## src/source/lea_pkg.sv

```systemverilog
// LEA-128 shared definitions
// word, block, key and round-key types
// round count and key schedule delta constants
// byte-order and rotate helper functions
package lea_pkg;

    typedef logic [31:0]  word_t;
    typedef logic [127:0] block_t;
    typedef logic [127:0] key_t;
    // six words, RK0 in the top bits
    typedef logic [191:0] round_key_t;
    typedef logic [4:0]   rk_addr_t;

    localparam int NUM_ROUNDS = 24;

    // only the first four serve 128-bit keys
    localparam word_t DELTA [8] = '{
        32'hc3efe9db, 32'h44626b02, 32'h79e27c8a, 32'h78df30ec,
        32'h715ea49e, 32'hc785da0a, 32'he04ef22a, 32'he5c40957
    };

    // msb-first bytes to little-endian word and back
    function automatic word_t order_word(input word_t w);
        return {w[7:0], w[15:8], w[23:16], w[31:24]};
    endfunction

    function automatic word_t rol32(input word_t x, input logic [4:0] amt);
        logic [5:0] back;
        back = 6'd32 - {1'b0, amt};
        return (x << amt) | (x >> back);
    endfunction

    function automatic word_t ror32(input word_t x, input logic [4:0] amt);
        logic [5:0] back;
        back = 6'd32 - {1'b0, amt};
        return (x >> amt) | (x << back);
    endfunction

endpackage
```

## src/source/lea_top.sv

```systemverilog
// LEA-128 encryption engine top level
// key schedule, round-key RAM and encryption core
`timescale 1ns/1ps

module lea_top
    import lea_pkg::*;
(
    input  logic   clk,
    input  logic   rst,
    input  key_t   key,
    input  logic   key_load,
    input  block_t block_in,
    input  logic   start,
    output logic   key_ready,
    output block_t block_out,
    output logic   done
);

    // write side, owned by the key schedule
    logic       rk_we;
    rk_addr_t   rk_waddr;
    round_key_t rk_wdata;

    // read side, owned by the core
    rk_addr_t   rk_raddr;
    round_key_t rk_rdata;

    logic       busy;

    lea_key_schedule u_key_schedule (
        .clk       (clk),
        .rst       (rst),
        .key       (key),
        .key_load  (key_load),
        .busy      (busy),
        .rk_we     (rk_we),
        .rk_waddr  (rk_waddr),
        .rk_wdata  (rk_wdata),
        .key_ready (key_ready)
    );

    lea_round_key_ram #(
        .DEPTH (NUM_ROUNDS),
        .WIDTH ($bits(round_key_t))
    ) u_round_key_ram (
        .clk   (clk),
        .we    (rk_we),
        .waddr (rk_waddr),
        .wdata (rk_wdata),
        .raddr (rk_raddr),
        .rdata (rk_rdata)
    );

    lea_encrypt_core u_encrypt_core (
        .clk       (clk),
        .rst       (rst),
        .start     (start),
        .block_in  (block_in),
        .key_ready (key_ready),
        .rk_raddr  (rk_raddr),
        .rk_rdata  (rk_rdata),
        .busy      (busy),
        .block_out (block_out),
        .done      (done)
    );

endmodule

```

## src/source/lea_encrypt_core.sv

```systemverilog
// LEA-128 encryption core
// idle / fetch / round FSM, two cycles per round
// round keys read from the round-key RAM one per round
`timescale 1ns/1ps

module lea_encrypt_core
    import lea_pkg::*;
(
    input  logic       clk,
    input  logic       rst,
    input  logic       start,
    input  block_t     block_in,
    input  logic       key_ready,
    output rk_addr_t   rk_raddr,
    input  round_key_t rk_rdata,
    output logic       busy,
    output block_t     block_out,
    output logic       done
);

    typedef enum logic [1:0] {
        CORE_IDLE,
        CORE_FETCH,
        CORE_ROUND
    } core_state_t;

    core_state_t state;
    rk_addr_t    rnd;
    word_t       x_q    [4];
    word_t       x_next [4];
    word_t       rk     [6];
    logic        start_ok;

    assign start_ok = start && key_ready && (state == CORE_IDLE);
    assign busy     = (state != CORE_IDLE);
    assign rk_raddr = rnd;

    // split the round key with RK0 in the top bits
    always_comb begin
        for (int k = 0; k < 6; k++) begin
            rk[k] = rk_rdata[191 - 32*k -: 32];
        end
    end

    // one LEA round
    always_comb begin
        x_next[0] = rol32((x_q[0] ^ rk[0]) + (x_q[1] ^ rk[1]), 5'd9);
        x_next[1] = ror32((x_q[1] ^ rk[2]) + (x_q[2] ^ rk[3]), 5'd5);
        x_next[2] = ror32((x_q[2] ^ rk[4]) + (x_q[3] ^ rk[5]), 5'd3);
        x_next[3] = x_q[0];
    end

    always_ff @(posedge clk) begin
        if (rst) begin
            state     <= CORE_IDLE;
            rnd       <= '0;
            done      <= 1'b0;
            block_out <= '0;
        end else begin
            done <= 1'b0;
            case (state)
                CORE_IDLE: begin
                    if (start_ok) begin
                        rnd   <= '0;
                        state <= CORE_FETCH;
                    end
                end
                // address goes out and the key comes back next cycle
                CORE_FETCH: begin
                    state <= CORE_ROUND;
                end
                CORE_ROUND: begin
                    if (rnd == rk_addr_t'(NUM_ROUNDS - 1)) begin
                        state     <= CORE_IDLE;
                        done      <= 1'b1;
                        block_out <= {order_word(x_next[0]), order_word(x_next[1]),
                                      order_word(x_next[2]), order_word(x_next[3])};
                    end else begin
                        rnd   <= rnd + rk_addr_t'(1);
                        state <= CORE_FETCH;
                    end
                end
                default: state <= CORE_IDLE;
            endcase
        end
    end

    // block state words
    always_ff @(posedge clk) begin
        if (start_ok) begin
            x_q[0] <= order_word(block_in[127:96]);
            x_q[1] <= order_word(block_in[95:64]);
            x_q[2] <= order_word(block_in[63:32]);
            x_q[3] <= order_word(block_in[31:0]);
        end else if (state == CORE_ROUND) begin
            for (int j = 0; j < 4; j++) begin
                x_q[j] <= x_next[j];
            end
        end
    end

endmodule

```

## src/source/lea_key_schedule.sv

```systemverilog
// LEA-128 key schedule
// T-word registers updated once per cycle, one round key written per cycle
// key_ready level once all round keys are stored
`timescale 1ns/1ps

module lea_key_schedule
    import lea_pkg::*;
(
    input  logic       clk,
    input  logic       rst,
    input  key_t       key,
    input  logic       key_load,
    input  logic       busy,
    output logic       rk_we,
    output rk_addr_t   rk_waddr,
    output round_key_t rk_wdata,
    output logic       key_ready
);

    typedef enum logic {
        KS_IDLE,
        KS_EXPAND
    } ks_state_t;

    // per-word rotate amounts for 128-bit keys
    localparam logic [4:0] T_ROT [4] = '{5'd1, 5'd3, 5'd6, 5'd11};

    ks_state_t state;
    rk_addr_t  cnt;
    word_t     t_q    [4];
    word_t     t_next [4];
    logic      load_ok;

    // no new key while a block is in flight
    assign load_ok = key_load && !busy;

    // T[j] = rol(T[j] + rol(delta[i mod 4], i + j), rot[j])
    always_comb begin
        for (int j = 0; j < 4; j++) begin
            t_next[j] = rol32(t_q[j] + rol32(DELTA[{1'b0, cnt[1:0]}], cnt + rk_addr_t'(j)),
                              T_ROT[j]);
        end
    end

    assign rk_we    = (state == KS_EXPAND);
    assign rk_waddr = cnt;
    // RK = {T0, T1, T2, T1, T3, T1}
    assign rk_wdata = {t_next[0], t_next[1], t_next[2], t_next[1], t_next[3], t_next[1]};

    always_ff @(posedge clk) begin
        if (rst) begin
            state     <= KS_IDLE;
            cnt       <= '0;
            key_ready <= 1'b0;
        end else if (load_ok) begin
            state     <= KS_EXPAND;
            cnt       <= '0;
            key_ready <= 1'b0;
        end else if (state == KS_EXPAND) begin
            if (cnt == rk_addr_t'(NUM_ROUNDS - 1)) begin
                state     <= KS_IDLE;
                key_ready <= 1'b1;
            end else begin
                cnt <= cnt + rk_addr_t'(1);
            end
        end
    end

    // T words loaded from the reordered key
    always_ff @(posedge clk) begin
        if (load_ok) begin
            t_q[0] <= order_word(key[127:96]);
            t_q[1] <= order_word(key[95:64]);
            t_q[2] <= order_word(key[63:32]);
            t_q[3] <= order_word(key[31:0]);
        end else if (state == KS_EXPAND) begin
            for (int j = 0; j < 4; j++) begin
                t_q[j] <= t_next[j];
            end
        end
    end

endmodule

```

## src/source/lea_round_key_ram.sv

```systemverilog
// round-key storage for the LEA engine
// simple dual-port RAM, synchronous write, registered read
`timescale 1ns/1ps

module lea_round_key_ram
    import lea_pkg::*;
#(
    parameter int DEPTH = NUM_ROUNDS,
    parameter int WIDTH = $bits(round_key_t)
) (
    input  logic       clk,
    input  logic       we,
    input  rk_addr_t   waddr,
    input  round_key_t wdata,
    input  rk_addr_t   raddr,
    output round_key_t rdata
);

    logic [WIDTH-1:0] mem [DEPTH];

    always_ff @(posedge clk) begin
        if (we) begin
            mem[waddr] <= wdata;
        end
        // one cycle read latency
        rdata <= mem[raddr];
    end

endmodule

```

## config.mk

```make
export PLATFORM = sky130hd
export DESIGN_NAME = lea_top
export DESIGN_NICKNAME = d
export VERILOG_FILES = /design/src/source/lea_pkg.sv /design/src/source/lea_top.sv /design/src/source/lea_encrypt_core.sv /design/src/source/lea_key_schedule.sv /design/src/source/lea_round_key_ram.sv
export SDC_FILE = /design/constraint.sdc
export NUM_CORES = 2
export LEC_CHECK = 0
export CAP_MARGIN = 40
export CORE_ASPECT_RATIO = 1.2
export CORE_MARGIN = 5
export CORE_UTILIZATION = 45
export CTS_BUF_LIST = sky130_fd_sc_hd__clkbuf_4
export DETAILED_ROUTE_END_ITERATION = 12
export DONT_BUFFER_PORTS = 1
export HOLD_SLACK_MARGIN = 0.12
export PLACE_DENSITY = 0.58
export SLEW_MARGIN = 20
export SYNTH_ARGS = -nofsm -noshare
export SYNTH_HDL_FRONTEND = slang
export SYNTH_HIERARCHICAL = 1
export SYNTH_MEMORY_MAX_BITS = 65536
export SYNTH_SLANG_ARGS = --single-unit
```

## constraint.sdc

```tcl
create_clock -name clk -period 17.85 [get_ports clk]
set_clock_uncertainty 0.1 [all_clocks]
set_input_delay 1.785 -clock clk [delete_from_list [all_inputs] [get_ports clk]]
set_output_delay 1.785 -clock clk [all_outputs]
set_load 0.005 [all_outputs]
```

# Yosys cells after proc, flatten, opt, wreduce, memory -nomap -nowiden

Memory sizes are Yosys's and may differ from the RTL's. A register that Yosys moved wholly into a read port is not among the register bits.
Index checks and enable logic that the tools add are counted.

Register bits: 143
Bits in latches: 0
RAM bits: 4,864
Memory bits (read-only): 256
Input port bits: 260
Output and inout port bits: 130
Word-level logic and storage cells: 113
Memories kept: 4

Memories:

| name                | words | width | read ports | clocked after memory_dff | write ports | RTL line                | source |
|---|---|---|---|---|---|---|---|
| u_round_key_ram.mem | 24    | 192   | 1          | 1                        | 1           | lea_round_key_ram.sv:19 | `logic [WIDTH-1:0] mem [DEPTH];` |
| (name not given)    | 8     | 32    | 1          | 0                        | 0           | lea_key_schedule.sv:40  | `t_next[j] = rol32(t_q[j] + rol32(DELTA[{1'b0, cnt[1:0]}], cnt + rk_addr_t'(j)),` |
| u_encrypt_core.x_q  | 4     | 32    | 4          | 0                        | 4           | lea_encrypt_core.sv:29  | `word_t x_q [4];` |
| u_key_schedule.t_q  | 4     | 32    | 4          | 0                        | 4           | lea_key_schedule.sv:30  | `word_t t_q [4];` |

Add/sub/neg operators: 15
Multiply operators: 0
Divide/modulo/power cells: 0
Magnitude comparators: 1
Equality and inequality tests: 6
Shifts and indexed selects: 8
Mux-type cells: 31
Bitwise gates (word level): 28
Reductions and logical operators: 13

Operator list:

| kind                  | count |
|---|---|
| $mux W32              | 10 |
| $add A32 B32 Y32      | 7 |
| $xor A32 B32 Y32      | 6 |
| $or A32 B32 Y32       | 4 |
| $shl A32 B5 Y32       | 4 |
| $shr A32 B6 Y32       | 4 |
| $or A27 B32 Y32       | 1 |
| $or A29 B32 Y32       | 1 |
| $or A32 B1 Y32        | 1 |
| $or A32 B11 Y32       | 1 |
| $or A32 B3 Y32        | 1 |
| $or A32 B6 Y32        | 1 |
| $or A32 B9 Y32        | 1 |
| $sub A6 B5 Y6 const A | 4 |
| $mux W1               | 16 |
| $add A5 B1 Y5 const B | 2 |
| $add A5 B2 Y5 const B | 2 |
| $eq A5 B5 Y1 const B  | 2 |
| $mux W5               | 2 |
| $pmux W5 S2           | 1 |
| $or A1 B1 Y1          | 8 |
| $pmux W2 S3           | 1 |
| $reduce_and A2 Y1     | 3 |
| $ge A4 B4 Y1 const B  | 1 |
| other kinds (13)      | 18 |

# Depth between registers and ports, before layout

Word-level depth: 9
Gate-level depth with buffers: 28
Gate-level depth less buffers: 23

# Hierarchy

Netlist, hierarchy kept.

By module, submodules not included:

| module            | times used | cells an instance | area an instance (um^2) | seq. area each (um^2) |
|---|---|---|---|---|
| lea_round_key_ram | 1          | 8,175             | 179,519.7               | 142,216.4 |
| lea_key_schedule  | 1          | 2,836             | 20,258.2                | 3,983.8 |
| lea_encrypt_core  | 1          | 1,935             | 16,797.4                | 6,566.3 |

# Worst setup path before layout

No wires, ideal clock.

Kind: reg-to-reg
From: reg u_key_schedule.cnt[1] (netlist: u_key_schedule/rk_waddr[1])
To: mem u_round_key_ram/mem[20][0] in the netlist's numbering (enable)
Library setup time: 0.748 ns
Arrival time: 9.098 ns
Data required time: 17.002 ns
Setup slack: 7.904 ns
Cell stages (with the launch flop): 4
Clock period less this slack: 9.946 ns
Path through: dfxtp_1 or3b_2 clkbuf_1 nor2_1

RTL lines:

| what                   | RTL line                | source |
|---|---|---|
| from (decl)            | lea_key_schedule.sv:29  | `rk_addr_t cnt;` |
| from (signal assigned) | lea_key_schedule.sv:64  | `cnt <= cnt + rk_addr_t'(1);` |
| to (decl)              | lea_round_key_ram.sv:19 |  |

No word-level cell before the write port.

==> qor.txt <==
Outcome: finished, final reports clean
Initial Util: 45.1%
Max clock buf depth: 5
Largest net degree at the start of global routing: 123
Drt initial violations: 16300
Top-area cell type share of the netlist area: 67.4%
Initial antenna violation count: 115
Syn_area_per_cell: 16.7 sq um
Worst EP arrival: 9.47 ns
Adder-cell share of the synthesized area: 1.44%
Post-Layout Cell Count: 21500
Post-CTS Setup Bufs: 0
Setup WS post-layout: 9.73 ns
Synthesized netlist cell count: 12900
Place WS: 9.75 ns
CTS tree: done
Unrepaired setup endpoints after global routing: false
Max VDD drop: 0.0764 mV
Yosys warns: 6
Least-Margin Pin Slew: 1.11 ns
Hold Crit Class: primary input to flop
Slowest CP cell: dfxtp_2
Setup TNS: 0 ns
# placed instances: 18900
Clock-pin slew on the worst setup and hold paths: 0.07 ns
Final Power: 28.7 mW
Worst reg2reg startpoint: u_key_schedule/rk_waddr[1]
Hold bufs inserted after CTS: 220
Critical Path Source: u_key_schedule/rk_waddr[1]
Cell breakdown of the critical path: inv_1 -> ha_1 -> buf_4 -> inv_1 -> ha_1 -> buf_4 -> o21ai_0 -> a22oi_1 -> nor2_1 -> a21oi_1 -> o21ai_1 -> o22ai_1 -> a21oi_1 -> ha_1 -> o21ai_0 -> o211ai_1 -> nand3_1 -> o21ai_1 -> o31a_1 -> a21o_1 -> a21oi_1 -> xnor2_2 -> mux2_2
Core area: 480000 sq um
PostCTS Resize Cnt: 0
DRT antenna net count: 0
CP endpoint kind: flop
CP required: 19.20 ns
Yosys cell types: 111
Synth area leader: edfxtp_1
Hold_ws: 0.341 ns
CTS root buf: clkbuf_4
Area growth from synthesis to layout: 14.0%
Critical Path Stages: 23
Via count: 133000
Setup violators final: 0
Crit path kind: flop to flop
Syn nets: 13400
Nets: 14700
Die X: 643 um
Synth Area in Compound Gates: 7.50%
PwrDens: 116 nW/um^2
WHS Path Cells: 2
Seq/Total Area, Yosys: 70.5%
Reg-to-reg endpoint: u_key_schedule/t_q[2][5]
Ys async rst share: 0%
Dpl hpwl: 456000 um
Routability cong.: 0.957
Synth Register Bits: 5199
WP buf/inv: 4
Simple-Gate Fraction of Synth Area: 3.79%
PortBufs: 0
Max Fclk: 123 MHz
Routed len/inst: 34.7 um
H-tree depth: 7
Reg2Reg Setup Slack: 9.73 ns
Crit start category: flop
Count of final max-slew check failures: 0
Final wirelength: 746000 um
First-pass GRT wire length: 1030000 um
Count of final hold-check violations: 0
Global route overflow: 0
Mux share of post-synthesis cell area: 12.8%
Hold Path Sink: u_encrypt_core/x_q[0][85]
Post-synth EDFFs: 4864
FP Rows: 279
Largest cells by area after synthesis: edfxtp_1 67%, mux4_2 7.6%, mux2i_1 4.7%
Vias per cell: 6.19
Residual DRC: 0
FF-to-FF path depth: 23
Leak pwr: 79.3 nW
CP peak stage delay: 0.70 ns
Critical path's top delay family: compound AO/OA/AOI/OAI gates
CTS buffer count: 1342
Die area: 495000 sq um
Max Cap Violations: 0
Synthesized area: 217000 sq um
Die Span Y: 770 um
Share of layout cells above drive strength 1: 24.5%
Final min period: 8.12 ns
Period utilisation layout: 45.5%
Max FO, Critical Path: 56
Drt pass-1 iters: 9
GRT Util Overall: 29.8%
Clock sinks: 5199
Slew HR: 25.9%
Post-synthesis xor/xnor area fraction: 1.81%
Ports: 390
Primary FF master, synth: edfxtp_1
Largest family of logic cells by synthesized area: multiplexers
Vias in the first global route: 133000
Clock Latency Late Sink: 1.80 ns
Hold path start: block_in[45]
flip-flops by register name, indices dropped and copies added (netlist names):
signal	count
u_round_key_ram/mem	4608
u_round_key_ram/rdata	192
u_encrypt_core/block_out	128
u_encrypt_core/x_q	128
u_key_schedule/t_q	128
u_encrypt_core/rk_raddr	5
u_key_schedule/rk_waddr	5
u_encrypt_core/state	2
u_encrypt_core/done	1
u_key_schedule/key_ready	1
u_key_schedule/rk_we	1
cell usage in the layout (no fill, tap or decap), types with 218 or more instances in the layout:
cell,count
edfxtp_1,4864
clkbuf_4,1957
mux2i_1,1018
nand2_1,963
mux4_2,733
a21oi_1,490
nor2_1,387
buf_4,363
o21ai_0,353
dfxtp_1,325
clkinv_1,255
o211ai_1,247
a22oi_1,238
xor2_1,236
ha_1,233
dlygate4sd3_1,218
worst max-delay path by stage:
stage                                              to  slack (ns)
after global routing      u_round_key_ram/mem[16][64]        9.28
final                        u_key_schedule/t_q[2][5]        9.73
after global placement       u_key_schedule/t_q[2][5]        9.56
after CTS                    u_key_schedule/t_q[2][3]        9.67
after floorplan            u_round_key_ram/mem[20][0]        7.90
after detailed placement     u_key_schedule/t_q[2][3]        9.75
synth_stat cells, types with 32 or more instances:
cell      number
buf_2        175
o221ai_1      41
nand4_1       36
xor2_1       266
edfxtp_1    4864
buf_6         43
clkbuf_1     445
dfxtp_1      335
a21oi_1      493
o211ai_1     247
o311ai_1     159
xnor2_1      161
nand2_1      966
o21a_1        37
a221oi_1     165
nor3_1        65
o21bai_1      32
a21o_1       123
nand2b_1      37
mux2i_1     1018
inv_1         54
a31oi_1       52
o22ai_1       48
a22oi_1      238
mux4_2       733
ha_1         235
o21ai_0      354
mux2_2        87
nand3_1      180
buf_1         50
o21ai_1      189
nor2_1       417
a211oi_1      52
buf_4        124
and2_1        53
metrics by stage:
stage | cell area, sq um | utilization, %
floorplan | 217000 | -
global placement | 225000 | 46.8
detailed placement | 228000 | 47.4
CTS | 246000 | 51.3
global route | 247000 | 51.4
finish | 247000 | 51.4
cells by family after synthesis:
logic type,count (synthesis)
fa+ha+maj,245
flops,5199
compound gates,2412
simple gates,1899
buf+inv,916
mux,1838
xor+xnor,437
final cells by class:
type                            instances  area (sq um)
Inverter                               61           229
Multi-Input combinational cell       6831         61000
Clock inverter                        322          1720
Tap cell                             6322          7910
Sequential cell                      5199        153000
Clock buffer                         1956         14700
Fill cell                           39800        233000
Timing Repair Buffer                  777          8500
Antenna cell                           41           103
layer usage:
layer | up-vias | wire length [um] | track usage (%)
met1 | 69300 | 295000 | 40.0
met5 | - | 352 | 0
met3 | 1250 | 68500 | 6.73
met4 | 54 | 30300 | 12.4
met2 | 7352 | 351000 | 47.0
li1 | 55100 | - | -
power breakdown:
| group | switching [mW] | internal (mW) | total [mW] |
|---|---|---|---|
| Combinational | 2.81 | 1.06 | 3.87 |
| Sequential | 0.166 | 14.7 | 14.9 |
| Clock | 4.68 | 5.24 | 9.92 |
Note: power is estimated with default switching activity, not from simulation.
